===== config.mk =====
export PLATFORM = sky130hd
export DESIGN_NAME = msg_sram_writer
export DESIGN_NICKNAME = d
export VERILOG_FILES = /design/src/source/msg_rx_pkg.sv /design/src/source/msg_sram_writer.sv
export SDC_FILE = /design/constraint.sdc
export NUM_CORES = 1
export LEC_CHECK = 0
export ABC_CLOCK_PERIOD_IN_PS = 4000
export BUFFER_PORTS_ARGS = -buffer_cell sky130_fd_sc_hd__buf_2
export CORE_AREA = 2 2 220 222
export CTS_BUF_LIST = sky130_fd_sc_hd__clkbuf_8
export DETAILED_ROUTE_END_ITERATION = 10
export DIE_AREA = 0 0 222 224
export PLACE_DENSITY = 0.38
export SKIP_LAST_GASP = 1
export SLEW_MARGIN = 10
export SYNTH_ARGS = -nofsm -noshare
export SYNTH_HDL_FRONTEND = slang
export SYNTH_SLANG_ARGS = --single-unit

===== constraint.sdc =====
create_clock -name clk -period 4 [get_ports clk]
set_input_delay 0.8 -clock clk [delete_from_list [all_inputs] [get_ports clk]]
set_output_delay 0.8 -clock clk [all_outputs]
set_load 0.03 [all_outputs]

===== src/source/msg_rx_pkg.sv =====
/*
 * Shared types and constants for the message fragment receiver:
 * fragment type and FSM state enums, header field positions, widths
 */
package msg_rx_pkg;

    // Fragment type, taken from the top two header bits
    typedef enum logic [1:0] {
        FRAG_M  = 2'b00,
        FRAG_L  = 2'b01,
        FRAG_S  = 2'b10,
        FRAG_SG = 2'b11
    } frag_type_e;

    typedef enum logic [2:0] {
        FS_IDLE,
        FS_DATA,
        FS_CHECK,
        FS_WAIT_DONE,
        FS_RESP
    } front_state_e;

    typedef enum logic [1:0] {
        WS_IDLE,
        WS_WRITE,
        WS_DONE
    } writer_state_e;

    // Header field positions (MSB of each field)
    localparam int FRAG_TYPE_HI = 127;
    localparam int SN_HI        = 125;
    localparam int TAG_HI       = 123;
    localparam int VER_HI       = 99;

    localparam int TAG_W   = 4;
    localparam int SN_W    = 2;
    localparam int VER_W   = 4;
    localparam int SRAM_AW = 10;

    localparam logic [VER_W-1:0] HDR_VERSION   = 4'd1;
    localparam logic [1:0]       AXI_RESP_OKAY = 2'b00;

endpackage


===== src/source/msg_sram_writer.sv =====
/*
 * Joins the sequencer verdict with copy completion and drains
 * an assembled message from the payload store into the SRAM port
 */
`timescale 1ns/1ps

module msg_sram_writer
    import msg_rx_pkg::*;
#(
    parameter int DATA_W        = 128,
    parameter int MAX_MSG_BEATS = 32,
    localparam int OFF_W        = $clog2(MAX_MSG_BEATS),
    localparam int LEN_W        = $clog2(MAX_MSG_BEATS + 1)
) (
    input  logic               clk,
    input  logic               rst_n,
    input  logic [TAG_W-1:0]   frag_tag,
    input  logic [127:0]       frag_header,
    input  logic [SRAM_AW-1:0] wr_addr,
    input  logic               verdict_valid,
    input  logic               verdict_accept,
    input  logic               verdict_complete,
    input  logic               copy_done,
    input  logic [LEN_W-1:0]   committed_len,
    input  logic [DATA_W-1:0]  rd_data,
    output logic [OFF_W-1:0]   rd_addr,
    output logic               sram_wen,
    output logic [SRAM_AW-1:0] sram_waddr,
    output logic [DATA_W-1:0]  sram_wdata,
    output logic               assembled_valid,
    output logic [TAG_W-1:0]   assembled_tag,
    output logic [127:0]       assembled_header,
    output logic               done
);

    writer_state_e    state;
    logic             seen_verdict;
    logic             seen_copy;
    logic             msg_ok;
    logic             go_ok;
    logic [LEN_W-1:0] rd_idx;
    logic [LEN_W-1:0] wr_idx;
    logic             rd_vld;
    logic             more;

    // Verdict and copy end may arrive in either order
    assign go_ok = verdict_valid ? (verdict_accept && verdict_complete) : msg_ok;
    assign more  = (rd_idx < committed_len);

    assign rd_addr          = rd_idx[OFF_W-1:0];
    assign sram_wen         = (state == WS_WRITE) && rd_vld;
    assign sram_waddr       = wr_addr + SRAM_AW'(wr_idx);
    assign sram_wdata       = rd_data;
    assign assembled_valid  = sram_wen && (wr_idx == committed_len - 1'b1);
    assign assembled_tag    = frag_tag;
    assign assembled_header = frag_header;
    assign done             = (state == WS_DONE);

    always_ff @(posedge clk or negedge rst_n) begin
        if (!rst_n) begin
            state        <= WS_IDLE;
            seen_verdict <= 1'b0;
            seen_copy    <= 1'b0;
            msg_ok       <= 1'b0;
            rd_idx       <= '0;
            wr_idx       <= '0;
            rd_vld       <= 1'b0;
        end else begin
            case (state)
                WS_IDLE: begin
                    if (verdict_valid) begin
                        seen_verdict <= 1'b1;
                        msg_ok       <= verdict_accept && verdict_complete;
                    end
                    if (copy_done) begin
                        seen_copy <= 1'b1;
                    end
                    if ((seen_verdict || verdict_valid) && (seen_copy || copy_done)) begin
                        seen_verdict <= 1'b0;
                        seen_copy    <= 1'b0;
                        rd_idx       <= '0;
                        rd_vld       <= 1'b0;
                        state        <= go_ok ? WS_WRITE : WS_DONE;
                    end
                end
                WS_WRITE: begin
                    // One cycle read latency from the store
                    rd_vld <= more;
                    wr_idx <= rd_idx;
                    if (more) begin
                        rd_idx <= rd_idx + 1'b1;
                    end
                    if (committed_len == '0 || assembled_valid) begin
                        state <= WS_DONE;
                    end
                end
                WS_DONE: state <= WS_IDLE;
                default: state <= WS_IDLE;
            endcase
        end
    end

    // Writes stay inside the assembled message
    assert property (@(posedge clk) disable iff (!rst_n)
        sram_wen |-> (wr_idx < committed_len));

endmodule


Yosys cells after proc, flatten, opt, wreduce, memory -nomap -nowiden
Cells that the tools add are included.
- add/subtract/negate cells: 3
- magnitude comparators: 1
- equal/unequal tests: 6
- multiplexer cells: 14
- reduce and logical (&&, ||, !) cells: 17
- operators by type and width (operator ; number):
    $mux W6 ; 2
    $pmux W6 S2 ; 1
    $add A10 B6 Y10 ; 1
    $reduce_and A2 Y1 ; 4
    $add A6 B1 Y6 const B ; 1
    $eq A6 B6 Y1 ; 1
    $logic_not A6 Y1 ; 1
    $lt A6 B6 Y1 ; 1
    $mux W1 ; 6
    $mux W2 ; 3
    $reduce_bool A2 Y1 ; 3
    $sub A6 B1 Y6 const B ; 1
    $logic_and A1 B1 Y1 ; 4
    $ne A2 B2 Y1 const B ; 2
    $pmux W2 S2 ; 1
    $logic_or A1 B1 Y1 ; 3
    $reduce_and A3 Y1 ; 1
    $eq A2 B1 Y1 const B ; 1
    $eq A2 B2 Y1 const B ; 1
    $logic_not A2 Y1 ; 1
    $ne A2 B1 Y1 const B ; 1
    $pmux W1 S2 ; 1
- flip-flop bits (word level): 18
- input bits: 282
- output and inout port bits: 278
- logic and storage cells: 48

Longest topological paths before layout
- depth in word-level cells: 6
- mapped depth: 7
- mapped depth without buffers: 7

Worst setup path after synthesis
Ideal clock, no wire load.
- path type: input -> output
- from: input port wr_addr[0]
- to: output port sram_waddr[8]
- arrival time: 2.419 ns
- setup slack: 0.781 ns
- cell stages on the path: 7
- path buffers: 0
- cells stage by stage: ha_1 fa_1 a21o_1 a21oi_1 nand2b_1 nor4b_1 a311o_1
- word-level cells in the longest chain between the ends: 1
- ends and longest elaborated chain (item ; line ; RTL):
    from (decl) ; msg_sram_writer.sv:19 ; input logic [SRAM_AW-1:0] wr_addr,
    $add A10 B6 Y10 ; msg_sram_writer.sv:52 ; assign sram_waddr = wr_addr + SRAM_AW'(wr_idx);
    to (decl) ; msg_sram_writer.sv:28 ; output logic [SRAM_AW-1:0] sram_waddr,
Every way passes these cells.

Final worst setup path
Ends and elaborated chain as after synthesis.

==> results.toml <==
[run_status]
run_status = "finished, final reports clean"

[logic_synthesis]
synth-main-ff-cell = "dfrtp_1"
seq_area_frac_synth_pct = 13.2
synth.distinct_cells = 43
avgSynthCellArea_um2 = 8.06
synth_cells = 425
synth_xor_area_share_pct = 3.84
synth_compound_area_share_pct = 6.87
synthAdderAreaFrac_pct = 5.70
ys_warn_count = 0
synth-edff-count = 0
syn_area_um2 = 3420
synth_top_family_by_area = "buffers and inverters"
synth_nets = 722
synthSimpleGateAreaFrac_pct = 9.65
yosysTopAreaCellShare_pct = 58.1
synthMuxAreaShare_pct = 1.50
synth_common_cells = "buf_4 (265), nand2_1 (25), dfrtp_1 (18)"
synthTopCellsByArea = "buf_4 (58%), dfrtp_1 (13%), ha_1 (5.1%), nand2_1 (2.7%), xnor2_1 (2.0%)"
async_reset_ff_share_pct = 100
yosysTopAreaCell = "buf_4"
synth.most_common_cell = "buf_4"
ys_ff_latch = 18

[drt]
vias = 1746
drc = 0
dr.pass1.iters = 5
wire_per_inst_um = 15.4
drt-vias-per-instance = 2.13
detail-route-antenna-nets = 0
finalWirelength_um = 12600
drt_iter0_drc = 62

[critical_path]
regToRegSetupSlack_ns = 2.08
max_stage_delay_ns = 0.42
crit_required_ns = 3.20
critPathKind = "in -> out"
worstSetupEndpointType = "output pin"
cp_cell_sequence = "buf_2 -> ha_1 -> fa_1 -> a21o_1 -> a21oi_1 -> buf_4 -> nand2b_1 -> nor4b_1 -> a311o_1 -> buf_2"
crit_slowest_cell = "fa_1"
startpoint_type = "input pin"
cp_common_cell = "buf_2"
crit_fanout = 3
crit_buf_inv = 3
cp_top_family = "compound AO/OA/AOI/OAI gates"
worstPathArrival_ns = 2.77

[sta]
slew_viol_final = 0
period_share_pct = 89.2
rsz0062_at_grt = "no"
skew_ns = 0.00353
fin_setup_tns_ns = 0
worst_pin_slew_ns = 0.471
fin_crit_ns = 3.57
finalSetupViolCount = 0
hold_viol = 0
relSlewSlack_pct = 68.6
clock.fmax_mhz = 280

[floorplan]
num_rows = 80
dieHeight_um = 224
die_w_um = 222
dieArea_um2 = 49700
ioPinCount = 560
coreArea_um2 = 47300
start_util_pct = 7.23

[cts]
cts_max_level = 1
root_buffer = "clkbuf_8"
post-cts-setup-buffers = 0
cts_num_sinks = 18
clockBufferDepth = 2
clk_latency_ns = 0.25
ctsHoldBuffers = 0
post_cts_resize_count = 0
clk_pin_slew_ns = 0.07
numCtsBuffers = 3
cts_tree = "done"

[global_route]
grt_pass1_wl_um = 16100
antenna_found_initial = 0
grt_max_degree = 19
grt_usage_pct = 4.73
grt_pass1_vias = 1816
grt-ovfl-total = 0

[pwr]
power_density_nw_per_um2 = 370
vdd_drop_max_uv = 282
power_leakage_nw = 0.943
p_total_mw = 0.910

[cells_and_area]
multi_input_area_um2 = 943
area_growth_pct = -28.2
fillers = 5594
final_nets = 501
n_antenna_cell = 0
drive_gt1_share_pct = 27.1
layout.area.seq_um2 = 450
final_area_um2 = 2460

[worst_hold_path]
holdCritPathClass = "in -> async"

[run]
drv_cap = 0

[placement]
io_buffer_count = 39
dp_hpwl_um = 10900
dpl-instance-area_um2 = 2400
routabilityCongestion = 0.633
## cells in the final DEF (no fill, tap or decap), types with 3 or more instances in the layout
cell	count
a21o_1	4
a21oi_1	8
a31o_2	3
buf_2	39
clkbuf_8	4
dfrtp_1	18
ha_1	14
inv_1	10
mux2i_1	4
nand2_1	25
nand2b_1	5
nand4_1	5
nor2_1	8
o21ai_0	6
o21bai_1	3
xnor2_1	8
xor2_1	7
## registers in the layout (all words and copies together) (netlist names)
| register | cells |
|---|---|
| seen_verdict | 1 |
| rd_vld | 1 |
| wr_idx | 6 |
| state | 2 |
| seen_copy | 1 |
| rd_idx | 6 |
| msg_ok | 1 |
## power by group
part	switching, mW	internal, mW
Combinational	0.297	0.160
Clock	0.0637	0.0875
Sequential	0.0720	0.230
Total	0.432	0.478
## kinds of logic after synthesis
logic type               Yosys count
AO/OA/AOI/OAI                     34
XOR/XNOR                          15
adder cells (fa/ha/maj)           15
buffers and inverters            276
flip-flops                        18
multiplexers                       5
AND/OR/NAND/NOR                   62
## stage by stage
step                setup slack [ns]  cells  utilization [%]  hold WS, ns
floorplan                      0.781    425                -        0.463
global placement               0.388    814             5.08        0.481
detailed placement             0.368    814             5.08        0.493
CTS                            0.367    818             5.19        0.488
global route                   0.276    818             5.19        0.502
finish                         0.433    818             5.19        0.475
## layer usage
metal / track usage (%) / vias up / routed length [µm]
met3: 3.62 / 128 / 2320
met2: 6.75 / 255 / 5180
li1: - / 660 / -
met5: 0 / - / 0
met1: 3.63 / 703 / 3380
met4: 6.30 / 0 / 1730
## worst paths after layout
| path | endpoint | cells after the start | startpoint |
|---|---|---|---|
| worst max-delay path | sram_waddr[8] | 10 | wr_addr[0] |
| worst min-delay path | seen_verdict | 1 | rst_n |
| worst max register to register | rd_idx[0] | 6 | rd_idx[4] |
| worst min register to register | seen_verdict | 2 | seen_verdict |
| max in group asynchronous | wr_idx[2] | 1 | rst_n |
| min in group clk | seen_verdict | 2 | seen_verdict |
## final cells by class
class | instances | area share [%]
well taps | 615 | 31.3
clock buffers | 4 | 2.24
multi-input cells | 131 | 38.4
repair buffers | 40 | 8.24
inverters | 10 | 1.53
flip-flops and latches | 18 | 18.3
(Power assumes the default switching activity.)
