==> src/source/msg_rx_pkg.sv <==
/*
 * Shared types and constants for the message fragment receiver:
 * fragment type and FSM state enums, header field positions, widths
 */
package msg_rx_pkg;

    // Fragment type, taken from the top two header bits
    typedef enum logic [1:0] {
        FRAG_M  = 2'b00,
        FRAG_L  = 2'b01,
        FRAG_S  = 2'b10,
        FRAG_SG = 2'b11
    } frag_type_e;

    typedef enum logic [2:0] {
        FS_IDLE,
        FS_DATA,
        FS_CHECK,
        FS_WAIT_DONE,
        FS_RESP
    } front_state_e;

    typedef enum logic [1:0] {
        WS_IDLE,
        WS_WRITE,
        WS_DONE
    } writer_state_e;

    // Header field positions (MSB of each field)
    localparam int FRAG_TYPE_HI = 127;
    localparam int SN_HI        = 125;
    localparam int TAG_HI       = 123;
    localparam int VER_HI       = 99;

    localparam int TAG_W   = 4;
    localparam int SN_W    = 2;
    localparam int VER_W   = 4;
    localparam int SRAM_AW = 10;

    localparam logic [VER_W-1:0] HDR_VERSION   = 4'd1;
    localparam logic [1:0]       AXI_RESP_OKAY = 2'b00;

endpackage

==> src/source/frag_sequencer.sv <==
/*
 * Per-tag fragment sequencing and accept/complete verdict
 */
`timescale 1ns/1ps

module frag_sequencer
    import msg_rx_pkg::*;
#(
    parameter int NUM_TAGS = 4,
    localparam int TIX_W   = $clog2(NUM_TAGS)
) (
    input  logic             clk,
    input  logic             rst_n,
    input  logic             frag_start,
    input  frag_type_e       frag_type,
    input  logic [SN_W-1:0]  frag_sn,
    input  logic [TAG_W-1:0] frag_tag,
    output logic             verdict_valid,
    output logic             verdict_accept,
    output logic             verdict_complete
);

    logic [NUM_TAGS-1:0] active;
    logic [SN_W-1:0]     exp_sn [NUM_TAGS];
    logic [TIX_W-1:0]    tag_idx;
    logic                sn_match;
    logic                accept;
    logic                complete;

    assign tag_idx  = frag_tag[TIX_W-1:0];
    assign sn_match = active[tag_idx] && (frag_sn == exp_sn[tag_idx]);

    always_comb begin
        accept   = 1'b0;
        complete = 1'b0;
        case (frag_type)
            FRAG_S:  accept = (frag_sn == '0);
            FRAG_M:  accept = sn_match;
            FRAG_L: begin
                accept   = sn_match;
                complete = sn_match;
            end
            FRAG_SG: begin
                accept   = 1'b1;
                complete = 1'b1;
            end
        endcase
    end

    always_ff @(posedge clk or negedge rst_n) begin
        if (!rst_n) begin
            active           <= '0;
            exp_sn           <= '{default: '0};
            verdict_valid    <= 1'b0;
            verdict_accept   <= 1'b0;
            verdict_complete <= 1'b0;
        end else begin
            verdict_valid <= frag_start;
            if (frag_start) begin
                verdict_accept   <= accept;
                verdict_complete <= complete;
                if (accept) begin
                    case (frag_type)
                        FRAG_S: begin
                            active[tag_idx] <= 1'b1;
                            exp_sn[tag_idx] <= SN_W'(1);
                        end
                        // SN wraps at two bits
                        FRAG_M: exp_sn[tag_idx] <= exp_sn[tag_idx] + 1'b1;
                        default: begin
                            active[tag_idx] <= 1'b0;
                            exp_sn[tag_idx] <= '0;
                        end
                    endcase
                end
            end
        end
    end

endmodule

==> config.mk <==
export PLATFORM = sky130hd
export DESIGN_NAME = frag_sequencer
export DESIGN_NICKNAME = d
export VERILOG_FILES = /design/src/source/msg_rx_pkg.sv /design/src/source/frag_sequencer.sv
export SDC_FILE = /design/constraint.sdc
export NUM_CORES = 1
export LEC_CHECK = 0
export ABC_AREA = 1
export BUFFER_PORTS_ARGS = -buffer_cell sky130_fd_sc_hd__buf_4
export CORE_MARGIN = 4
export CORE_UTILIZATION = 53
export CTS_CLUSTER_SIZE = 40
export DETAILED_ROUTE_END_ITERATION = 8
export PLACE_DENSITY = 0.76
export SYNTH_ARGS = -nofsm -noshare
export SYNTH_HDL_FRONTEND = slang
export SYNTH_SLANG_ARGS = --single-unit
==> constraint.sdc <==
create_clock -name clk -period 1.8 [get_ports clk]
set_input_delay 0.45 -clock clk [delete_from_list [all_inputs] [get_ports clk]]
set_output_delay 0.45 -clock clk [all_outputs]
set_load 0.01 [all_outputs]
# [After elaboration in Yosys (flattened, before gate mapping)]
# Index checks and enable logic that the tools add are counted.
[word_totals] ff_bits=15 latchBits=0 ram_bits=0 rom_bits=0 inputBits=11 mem_count=0
[classes] n_addsub=1 n_mul=0 div=0 order_cmp=4 eq_ne=4 n_shift=0 mux=14 bitwise_logic=10 n_reduce_logical=8
[op_table] cell="one-hot mux 8 bit (2 select lines)" count=1
[op_table] cell="bitwise AND 4 bit" count=2
[op_table] cell="bitwise AND 8 bit" count=1
[op_table] cell="bitwise mux 8 bit" count=1
[op_table] cell="NOT 4 bit" count=2
[op_table] cell="NOT 8 bit" count=1
[op_table] cell="OR 4 bit" count=2
[op_table] cell="one-hot mux 4 bit (2 select lines)" count=1
[op_table] cell="two-way mux 2 bit" count=3
[op_table] cell="binary-select mux 2 bit (select 2 bit)" count=1
[op_table] cell="demux 2 bit (select 2 bit)" count=1
[op_table] cell="== test 2 bit, second input constant" count=2
[op_table] cell="zero test 2 bit" count=2
[op_table] cell="greater-or-equal comparator 3 bit, second input constant" count=1
[op_table] cell="logical AND 1 bit" count=3
[op_table] cell="less-than comparator 2 x 3 -> 1 bit, second input constant" count=1
[op_table] cell="less-than comparator 3 x 1 -> 1 bit, second input constant" count=1
[op_table] cell="NOT 2 -> 3 bit" count=1
[op_table] cell="one-hot mux 1 bit (3 select lines)" count=1
[op_table] cell="AND reduction 3 bit" count=1
[op_table] cell="adder 2 x 1 -> 2 bit, second input constant" count=1
[op_table] cell="binary-select mux 1 bit (select 2 bit)" count=1
[op_table] cell="demux 1 bit (select 2 bit)" count=1
[op_table] cell="== test 2 x 1 -> 1 bit, second input constant" count=1
[op_table] cell="other kinds (7)" count=8

# [Logic depth before layout (Yosys ltp)]
# Gate-level depths: netlist (run 1).
[logic_depth] ltp_word=8 ltp_mapped=12

# [Worst setup path after synthesis (run 1)]
# OpenSTA, ideal clock, no wires.
[synth_path] kind="in2reg" from="input port frag_tag[0]" to="register with a tool-made name" setup_time_ns=0.121 t_arrival_ns=1.435 t_required_ns=1.679 slack_ns=0.244 cell_stages=11 cell_sequence="buf_6 > nand2_1 > nand2_1 > nand2_2 > nand2_1 > nand2_1 > nand3_2 > o21bai_4 > nand3_2 > nor2_1 > a21oi_1"
[synth_rtl] element="from (decl)" line_no="frag_sequencer.sv:17" source="input logic [TAG_W-1:0] frag_tag,"

==> results.yml, run 1 <==
status:
  outcome: "finished clean"
clock_tree:
  ctsResizeCount: 0
  clk_path_buf_depth: 2
  clkSlewWorstSetupHoldPaths_ns: 0.09
  holdBufCountCts: 0
  cts_made_buffers: 3
  root_buffer: "clkbuf_4"
  cts_max_level: 1
  numClockSinks: 15
  insertion_delay_ns: 0.28
  post_cts_buffers: 0
  cts_tree: "done"
route:
  postRouteWirelength_microns: 1770
  detail_route.iter0.violations: 25
  route.vias.total: 774
  drc: 0
  drtAntennaViolNets: 0
  wl_per_cell_microns: 11.6
  vias_per_cell: 5.06
  firstDrtPassIters: 4
final_layout:
  fin_nets: 149
  utilization_pct: 67.0
  diodes: 0
  drive_gt1_share_pct: 22.6
  areaGrowthSynthToFinish_pct: 17.9
  fin_cells: 153
  n_fill_cell: 142
critical_path:
  timing.rr.start: "exp_sn[4]"
  cp_cell_sequence: "nand2_1 > o21ai_1 > nand2_1 > nand2_2 > nand2_2 > nand2_2 > o21bai_4 > nand3_2 > nor2_1 > a21oi_1"
  cp-startpoint: "exp_sn[4]"
  rr_worst_depth: 10
  crit_type: "reg2reg"
  worstPathArrival_ns: 1.70
  cp_max_fo: 9
  ff2ff_setup_slack_ns: 0.27
  cp.required_ns: 1.97
  cp_slowest_stage_delay_ns: 0.39
  slowest_stage: "dfrtp_1"
  cp-start-kind: "flop"
  path_common_cell: "nand2_2"
  critPathCaptureType: "flop"
synth:
  yosysWarningCount: 0
  synth_cells: 118
  synthesis.area_sq_um: 866
  synth-seq-area-share_pct: 43.4
  synth_cell_types: 17
  ys_top_cells_by_area: "dfrtp_1 (43%), nand2_1 (20%), inv_1 (6.1%)"
  yosysTopAreaCellShare_pct: 43.4
  synth_nets: 129
  postSynthAreaPerCell_sq_um: 7.34
  synth_top_area_cell: "dfrtp_1"
  ys_seq_elements: 15
global_routing:
  grt-ovfl-total: 0
  grt_max_degree: 16
  grt_pass1_vias: 715
  grt.met2_usage_pct: 26.5
  grt_antenna_before_repair: 0
  grt_pass1_wl_microns: 3190
  met1_usage_pct: 22.8
  grt_busiest_layer: "met2"
  grt_use_met3_pct: 3.07
  track_usage_pct: 16.5
sta:
  min_period_ns: 1.53
  slew_headroom_pct: 75.4
  worstMarginPinSlew_ns: 0.369
  rsz0062_at_grt: "false"
  slew_violations: 0
  hold_violations: 0
  holdWs_ns: 0.00514
  min_period_over_period_pct: 85.1
  fin_tns_setup_ns: 0
  fmax_mhz: 653
  fin_skew_ns: 0.00405
  setup_viol: 0
  fin_ws_ns: 0.269
placement:
  dp_hpwl_microns: 1400
  gp_congestion: 0.851
  place_ws_ns: -0.00713
  place_inst: 149
  port_buffers: 11
power_and_ir_drop:
  leakage_uw: 0.000572
  powerDensity_nw_per_um2: 829
  ir_worst_vdd_uv: 596
die:
  dieArea_sq_um: 2340
  dieHeight_microns: 48.4
  start_util_pct: 56.8
  rows: 14
  die_w_microns: 48.4
  ioPinCount: 14
  core_sq_um: 1520
run:
  maxCapViolations: 0
min_path:
  hp-class: "in2async"
critical path, delay by kind of cell, from the launching register on:
family             cells  cell delay, ns
DFF                    1            0.39
AOI/OAI and AO/OA      3            0.39
and+or+nand+nor        7            0.66
logic make-up after synthesis:
logic type,count (synthesis),synth area share (%)
simple gates,69,36.3
buf+inv,20,9.54
flops,15,43.4
compound gates,14,10.8
metal layers:
metal  share of wire, %  routed length, microns  vias up
li1                   -                       -      407
met1                 48                     854      346
met2                 46                     810       17
met3                4.7                      84        4
met4                1.1                      20        0
met5                  0                       0        -
how the worst min path moves through the flow:
stage	from	endpoint	slack, ns	cells past startpoint
2_1_floorplan	rst_n	asynchronous set/reset pin	0.15	0
3_3_place_gp	rst_n	exp_sn[6]	0.32	1
3_5_place_dp	rst_n	exp_sn[6]	0.32	1
4_1_cts	rst_n	asynchronous set/reset pin	0.01	1
5_1_grt	rst_n	exp_sn[6]	0.007	1
6_report	rst_n	exp_sn[7]	0.005	1
synthesized netlist by cell type:
library cell / number
inv_1: 14
o21bai_4: 1
nand3_2: 5
buf_6: 1
clkinv_1: 4
o21ai_1: 3
a21oi_2: 1
inv_2: 1
nor2_1: 8
a21oi_1: 7
o211ai_1: 1
nand3_1: 3
nand4_1: 4
a22o_1: 1
nand2_2: 4
dfrtp_1: 15
nand2_1: 45
placed cells by master (no fill, tap or decap):
| cell type | instances |
|---|---|
| a21oi_1 | 7 |
| a21oi_2 | 1 |
| a22o_1 | 1 |
| buf_4 | 16 |
| clkbuf_1 | 1 |
| clkbuf_4 | 3 |
| clkinv_1 | 4 |
| dfrtp_1 | 15 |
| inv_1 | 14 |
| inv_2 | 1 |
| nand2_1 | 45 |
| nand2_2 | 4 |
| nand3_1 | 3 |
| nand3_2 | 5 |
| nand4_1 | 4 |
| nor2_1 | 8 |
| o211ai_1 | 1 |
| o21ai_1 | 3 |
| o21bai_4 | 1 |
power by group:
part           leakage, uW  total (uW)  switching (uW)  internal (uW)
registers         0.000187         423            26.5            397
clock network    0.0000150         189             103           85.9
logic             0.000370         234             135           98.5
cell type report:
| type | count | area (sq um) | share of cell area, % |
|---|---|---|---|
| clock buffers | 4 | 26.3 | 2.57 |
| repair buffers | 16 | 120 | 11.8 |
| inverters | 19 | 71.3 | 6.99 |
| well taps | 16 | 20.0 | 1.96 |
| flip-flops and latches | 15 | 375 | 36.8 |
| multi-input cells | 83 | 408 | 40.0 |
per-stage QoR:
| stage | instance area, sq um | power [uW] |
|---|---|---|
| 6_report | 1020 | 846 |
| 5_1_grt | 1020 | 912 |
| 4_1_cts | 1020 | 854 |
| 3_5_place_dp | 995 | 666 |
| 3_3_place_gp | 995 | 659 |
| 2_1_floorplan | 866 | 579 |
No activity file was read; power rests on OpenSTA's default activity.
==> run 2, diff against run 1 <==
--- a/config.mk
+++ b/config.mk
@@ -8,10 +8,11 @@
 export ABC_AREA = 1
 export BUFFER_PORTS_ARGS = -buffer_cell sky130_fd_sc_hd__buf_4
 export CORE_MARGIN = 4
-export CORE_UTILIZATION = 53
+export CORE_UTILIZATION = 48
 export CTS_CLUSTER_SIZE = 40
 export DETAILED_ROUTE_END_ITERATION = 8
-export PLACE_DENSITY = 0.76
+export PLACE_DENSITY = 0.72
+export REMOVE_ABC_BUFFERS = 1
 export SYNTH_ARGS = -nofsm -noshare
 export SYNTH_HDL_FRONTEND = slang
 export SYNTH_SLANG_ARGS = --single-unit
==> constraint.sdc (replaced) <==
create_clock -name clk -period 1.3 [get_ports clk]
set_input_delay 0.325 -clock clk [delete_from_list [all_inputs] [get_ports clk]]
set_output_delay 0.325 -clock clk [all_outputs]
set_load 0.01 [all_outputs]
==> run 2 against run 1 <==
Compared with the run above:
- flip-flop and latch count unchanged
- clock power up 43%
- design area up 19%
- die area up 8.6%
- non-clock buffer count up 12
- the flow now finishes with violations (setup timing)
- clock-buffer cell count unchanged
- critical path type unchanged
- core utilization up 3.3 points
- register-to-register slack worse by 0.55 ns
- largest cell class unchanged
==> results.yml, run 2 (synthesis results as in run 1) <==
power_and_ir_drop:
  intPower_uw: 862
  ir_worst_vdd_uv: 627
  swShare_pct: 33.6
  seqPwrFrac_pct: 45.5
  leakage_uw: 0.000656
  powerDensity_nw_per_um2: 1070
  power.total_uw: 1300
  switching_power_uw: 437
  power.share.clock_pct: 20.9
  pwr-share-comb_pct: 33.6
placement:
  gp_congestion: 0.900
  dp_hpwl_microns: 1530
  port_buffers: 11
  place_area_sq_um: 1080
global_routing:
  grt_max_degree: 16
  grt_antenna_before_repair: 0
  grt_pass1_wl_microns: 3740
  grt-ovfl-total: 0
  grt_pass1_vias: 861
  track_usage_pct: 19.7
die:
  core_sq_um: 1730
  ioPinCount: 14
  dieHeight_microns: 50.5
  start_util_pct: 50.1
  die_w_microns: 50.5
  dieArea_sq_um: 2550
  rows: 15
critical_path:
  cp.required_ns: 1.48
  cp_max_fo: 5
  worstPathArrival_ns: 1.76
  cp-start-kind: "flop"
  rr_worst_depth: 10
  crit_type: "reg2reg"
  critPathCaptureType: "flop"
sta:
  slew_headroom_pct: 79.6
  setup_viol: 14
  min_period_ns: 1.58
  hold_violations: 0
  min_period_over_period_pct: 122
  fin_ws_ns: -0.281
  fin_skew_ns: 0.00392
  worstMarginPinSlew_ns: 0.305
  slew_violations: 0
  fmax_mhz: 633
  rsz0062_at_grt: "true"
route:
  detail_route.iter0.violations: 31
  vias_per_cell: 5.07
  route.vias.total: 887
  firstDrtPassIters: 4
  drtAntennaViolNets: 0
  postRouteWirelength_microns: 2340
  drc: 0
  wl_per_cell_microns: 13.4
final_layout:
  finalInstanceArea_sq_um: 1210
  diodes: 0
  layout_commonest_cell: "nand2_1"
  drive_gt1_share_pct: 37.3
  areaGrowthSynthToFinish_pct: 40.2
  n_fill_cell: 141
  fin_nets: 162
  multi_input_area_sq_um: 483
  regArea_sq_um: 375
  most-common-layout-cells: "nand2_1 (39), buf_4 (26), dfrtp_1 (15)"
min_path:
  hp-class: "in2reg"
  holdPathStages: 1
clock_tree:
  cts_made_buffers: 3
  clk_path_buf_depth: 2
  cts_tree: "done"
  clkSlewWorstSetupHoldPaths_ns: 0.09
  numClockSinks: 15
  root_buffer: "clkbuf_4"
  cts_max_level: 1
  insertion_delay_ns: 0.29
status:
  outcome: "complete, but fails checks"
  violations: "setup timing"
run:
  maxCapViolations: 0
## run 2: through the flow
stage	util [%]	setup TNS [ns]	std cells	hold WS (ns)	setup WS [ns]
after CTS	66.4	-2.21	173	0.151	-0.201
final	70.3	-3.49	175	0.154	-0.281
after floorplan	-	-0.454	117	0.0294	-0.0568
after global routing	70.3	-4.58	175	0.145	-0.361
after global placement	62.5	-4.19	166	0.188	-0.327
after detailed placement	62.5	-4.71	166	0.191	-0.366
## run 2: worst max-delay path: stages (launching register included)
cell      delay [ns]
dfrtp_1         0.40
nand2_1         0.08
nand2_1         0.07
nand2_2         0.09
nand2_2         0.07
nand2_2         0.09
nand3_4         0.09
o21bai_4        0.28
nand3_4         0.14
nor2_2          0.11
a21oi_1         0.04
## run 2: final timing paths
path	from	endpoint	slack, ns
max reg2reg	exp_sn[7]	flop	-0.28
max	exp_sn[7]	flop	-0.28
min	frag_start	verdict_valid	0.15
max in group asynchronous	rst_n	exp_sn[1]	0.71
min reg2reg	exp_sn[1]	exp_sn[1]	0.49
min in group asynchronous	rst_n	verdict_complete	0.42
## run 2: layout make-up
type | instances | share of cell area, %
Inverter | 19 | 5.98
Timing Repair Buffer | 28 | 18.6
Clock buffer | 4 | 2.16
Tap cell | 25 | 2.58
Sequential cell | 15 | 30.9
Multi-Input combinational cell | 84 | 39.8
## run 2: power by group through the flow
stage / sequential, uW / combinational [uW] / clock, uW
final: 590 / 437 / 271
after floorplan: 590 / 206 / 0
after global routing: 598 / 477 / 304
after detailed placement: 596 / 360 / 0
after global placement: 596 / 353 / 0
after CTS: 588 / 393 / 275
## run 2: per-layer routing
layer / share of wire [%] / global-route usage (%) / vias up
li1: - / - / 435
met1: 42 / 24.8 / 411
met2: 49 / 29.6 / 32
met3: 5.4 / 4.15 / 9
met4: 3.1 / 14.3 / 0
met5: 0 / 0 / -
## run 2: timing repair
action | in CTS | in global routing
gates resized for setup | 4 | 14
setup buffers | 1 | 2
hold buffers | 1 | 0
hold endpoints to repair | 15 | 0
gates cloned | 1 | 0
pin swaps | 7 | 7
endpoints found under the setup margin | 14 | 14
==> run 3, diff against run 2 <==
--- a/config.mk
+++ b/config.mk
@@ -7,11 +7,11 @@
 export LEC_CHECK = 0
 export ABC_AREA = 1
 export BUFFER_PORTS_ARGS = -buffer_cell sky130_fd_sc_hd__buf_4
+export CORE_ASPECT_RATIO = 1.75
 export CORE_MARGIN = 4
-export CORE_UTILIZATION = 48
+export CORE_UTILIZATION = 35
 export CTS_CLUSTER_SIZE = 40
 export DETAILED_ROUTE_END_ITERATION = 8
-export PLACE_DENSITY = 0.72
 export REMOVE_ABC_BUFFERS = 1
 export SYNTH_ARGS = -nofsm -noshare
 export SYNTH_HDL_FRONTEND = slang
==> run 3 against run 2 <==
Compared with the run above:
- largest cell class unchanged
- setup slack gained 0.043 ns
- clock-buffer cell count shrank 1
- critical path type unchanged
- maximum frequency grew 2.8%
- the run still ends with setup timing left
- combinational power is essentially flat
==> results.yml, run 3 (synthesis results as in run 1) <==
critical_path:
  timing.rr.start: "exp_sn[0]"
  ff2ff_setup_slack_ns: -0.24
  cp-start-kind: "flop"
  cp_max_fo: 5
  cp.required_ns: 1.43
  critPathCaptureType: "flop"
  cp-startpoint: "exp_sn[0]"
  worstPathArrival_ns: 1.67
  crit_type: "reg2reg"
  rr_worst_depth: 10
sta:
  worstMarginPinSlew_ns: 0.278
  fin_skew_ns: 0.000901
  fin_ws_ns: -0.238
  min_period_ns: 1.54
  slew_headroom_pct: 81.4
  min_period_over_period_pct: 118
  slew_violations: 0
  fmax_mhz: 650
  rsz0062_at_grt: "true"
  hold_violations: 0
  setup_viol: 14
route:
  wl_per_cell_microns: 12.7
  route.vias.total: 870
  vias_per_cell: 4.94
  drtAntennaViolNets: 0
  detail_route.iter0.violations: 17
  drc: 0
  firstDrtPassIters: 4
  postRouteWirelength_microns: 2230
final_layout:
  finalInstanceArea_sq_um: 1210
  drive_gt1_share_pct: 37.7
  areaGrowthSynthToFinish_pct: 39.9
  most-common-layout-cells: "nand2_1 (38), buf_4 (28), dfrtp_1 (15)"
  fin_nets: 163
  layout_commonest_cell: "nand2_1"
  diodes: 0
  fin_cells: 176
  n_fill_cell: 233
global_routing:
  grt_pass1_vias: 952
  grt_max_degree: 16
  grt-ovfl-total: 0
  grt_pass1_wl_microns: 3730
  grt_antenna_before_repair: 0
  track_usage_pct: 15.5
die:
  core_sq_um: 2330
  rows: 23
  start_util_pct: 37.1
  die_w_microns: 45.6
  dieHeight_microns: 73.8
  ioPinCount: 14
  dieArea_sq_um: 3360
status:
  violations: "setup timing"
  outcome: "complete, but fails checks"
power_and_ir_drop:
  leakage_uw: 0.000668
  ir_worst_vdd_uv: 592
  powerDensity_nw_per_um2: 1160
placement:
  place_ws_ns: -0.392
  place_area_sq_um: 1070
  dp_hpwl_microns: 1660
  place_inst: 166
  port_buffers: 11
  gp_congestion: 0.807
clock_tree:
  insertion_delay_ns: 0.25
  cts_made_buffers: 3
  root_buffer: "clkbuf_8"
  cts_tree: "done"
  numClockSinks: 15
  clk_path_buf_depth: 2
  cts_max_level: 1
  clkSlewWorstSetupHoldPaths_ns: 0.06
run:
  maxCapViolations: 0
min_path:
  hp-class: "in2reg"
run 3: cell types whose count changed in the layout (fill, tap and decap cells not counted), sizes merged:
cell,before,now
clkbuf,4,3
buf,27,28
clkinv,2,4
inv,17,16
run 3: worst min path at each step:
stage          slack (ns)                    endpoint        from  cells after the start
6_report             0.20               verdict_valid  frag_start                      1
5_1_grt              0.19               verdict_valid  frag_start                      1
4_1_cts              0.19               verdict_valid  frag_start                      1
3_5_place_dp         0.20  asynchronous set/reset pin       rst_n                      1
3_3_place_gp         0.19  asynchronous set/reset pin       rst_n                      1
2_1_floorplan        0.03  asynchronous set/reset pin       rst_n                      0
run 3: worst max-delay path: stages, from the launching register on:
cell	delay (ns)
dfrtp_1	0.37
nand2_1	0.08
nand2_1	0.08
nand2_2	0.08
nand2_2	0.06
nand2_2	0.06
nand2_2	0.08
o21bai_4	0.28
nand3_2	0.15
nor2_1	0.12
a21oi_1	0.05
run 3: report_power, final:
part           switching (uW)  leakage, uW  total (uW)  internal (uW)
registers                35.4     0.000187         586            551
clock network             171    0.0000255         384            212
logic                     236     0.000455         439            202
total                     443     0.000668        1410            965
run 3: final cells by class:
class	count	area (sq um)	area share, %
clock buffer	3	41.3	3.41
clock inverter	1	5.00	0.413
inverter	19	73.8	6.10
multi-input combinational	84	464	38.3
sequential	15	375	31.0
tap	25	31.3	2.58
timing repair buffer	29	220	18.2
run 3: metal layers:
metal / vias up / share of wire [%] / track usage (%)
met4: 0 / 2.6 / 9.12
li1: 437 / - / -
met2: 26 / 58 / 30.3
met5: - / 0 / 0
met1: 399 / 34 / 13.2
met3: 8 / 5.4 / 2.70
run 3: per-stage QoR:
stage	TNS (ns)	hold WS, ns	util (%)	total power [uW]
floorplan	-0.454	0.0294	-	796
global placement	-4.39	0.187	45.7	959
detailed placement	-4.87	0.197	45.7	967
CTS	-2.13	0.194	50.1	1390
global route	-3.93	0.192	52.0	1490
finish	-2.50	0.201	52.0	1410
run 3: timing repair:
action | CTS | global route
hold buffers | 1 | 0
hold endpoints to repair | 15 | 0
gates resized for setup | 8 | 7
endpoints found under the setup margin | 14 | 14
buffers inserted | 1 | 3
gates cloned | 1 | 0
pin swaps | 10 | 11
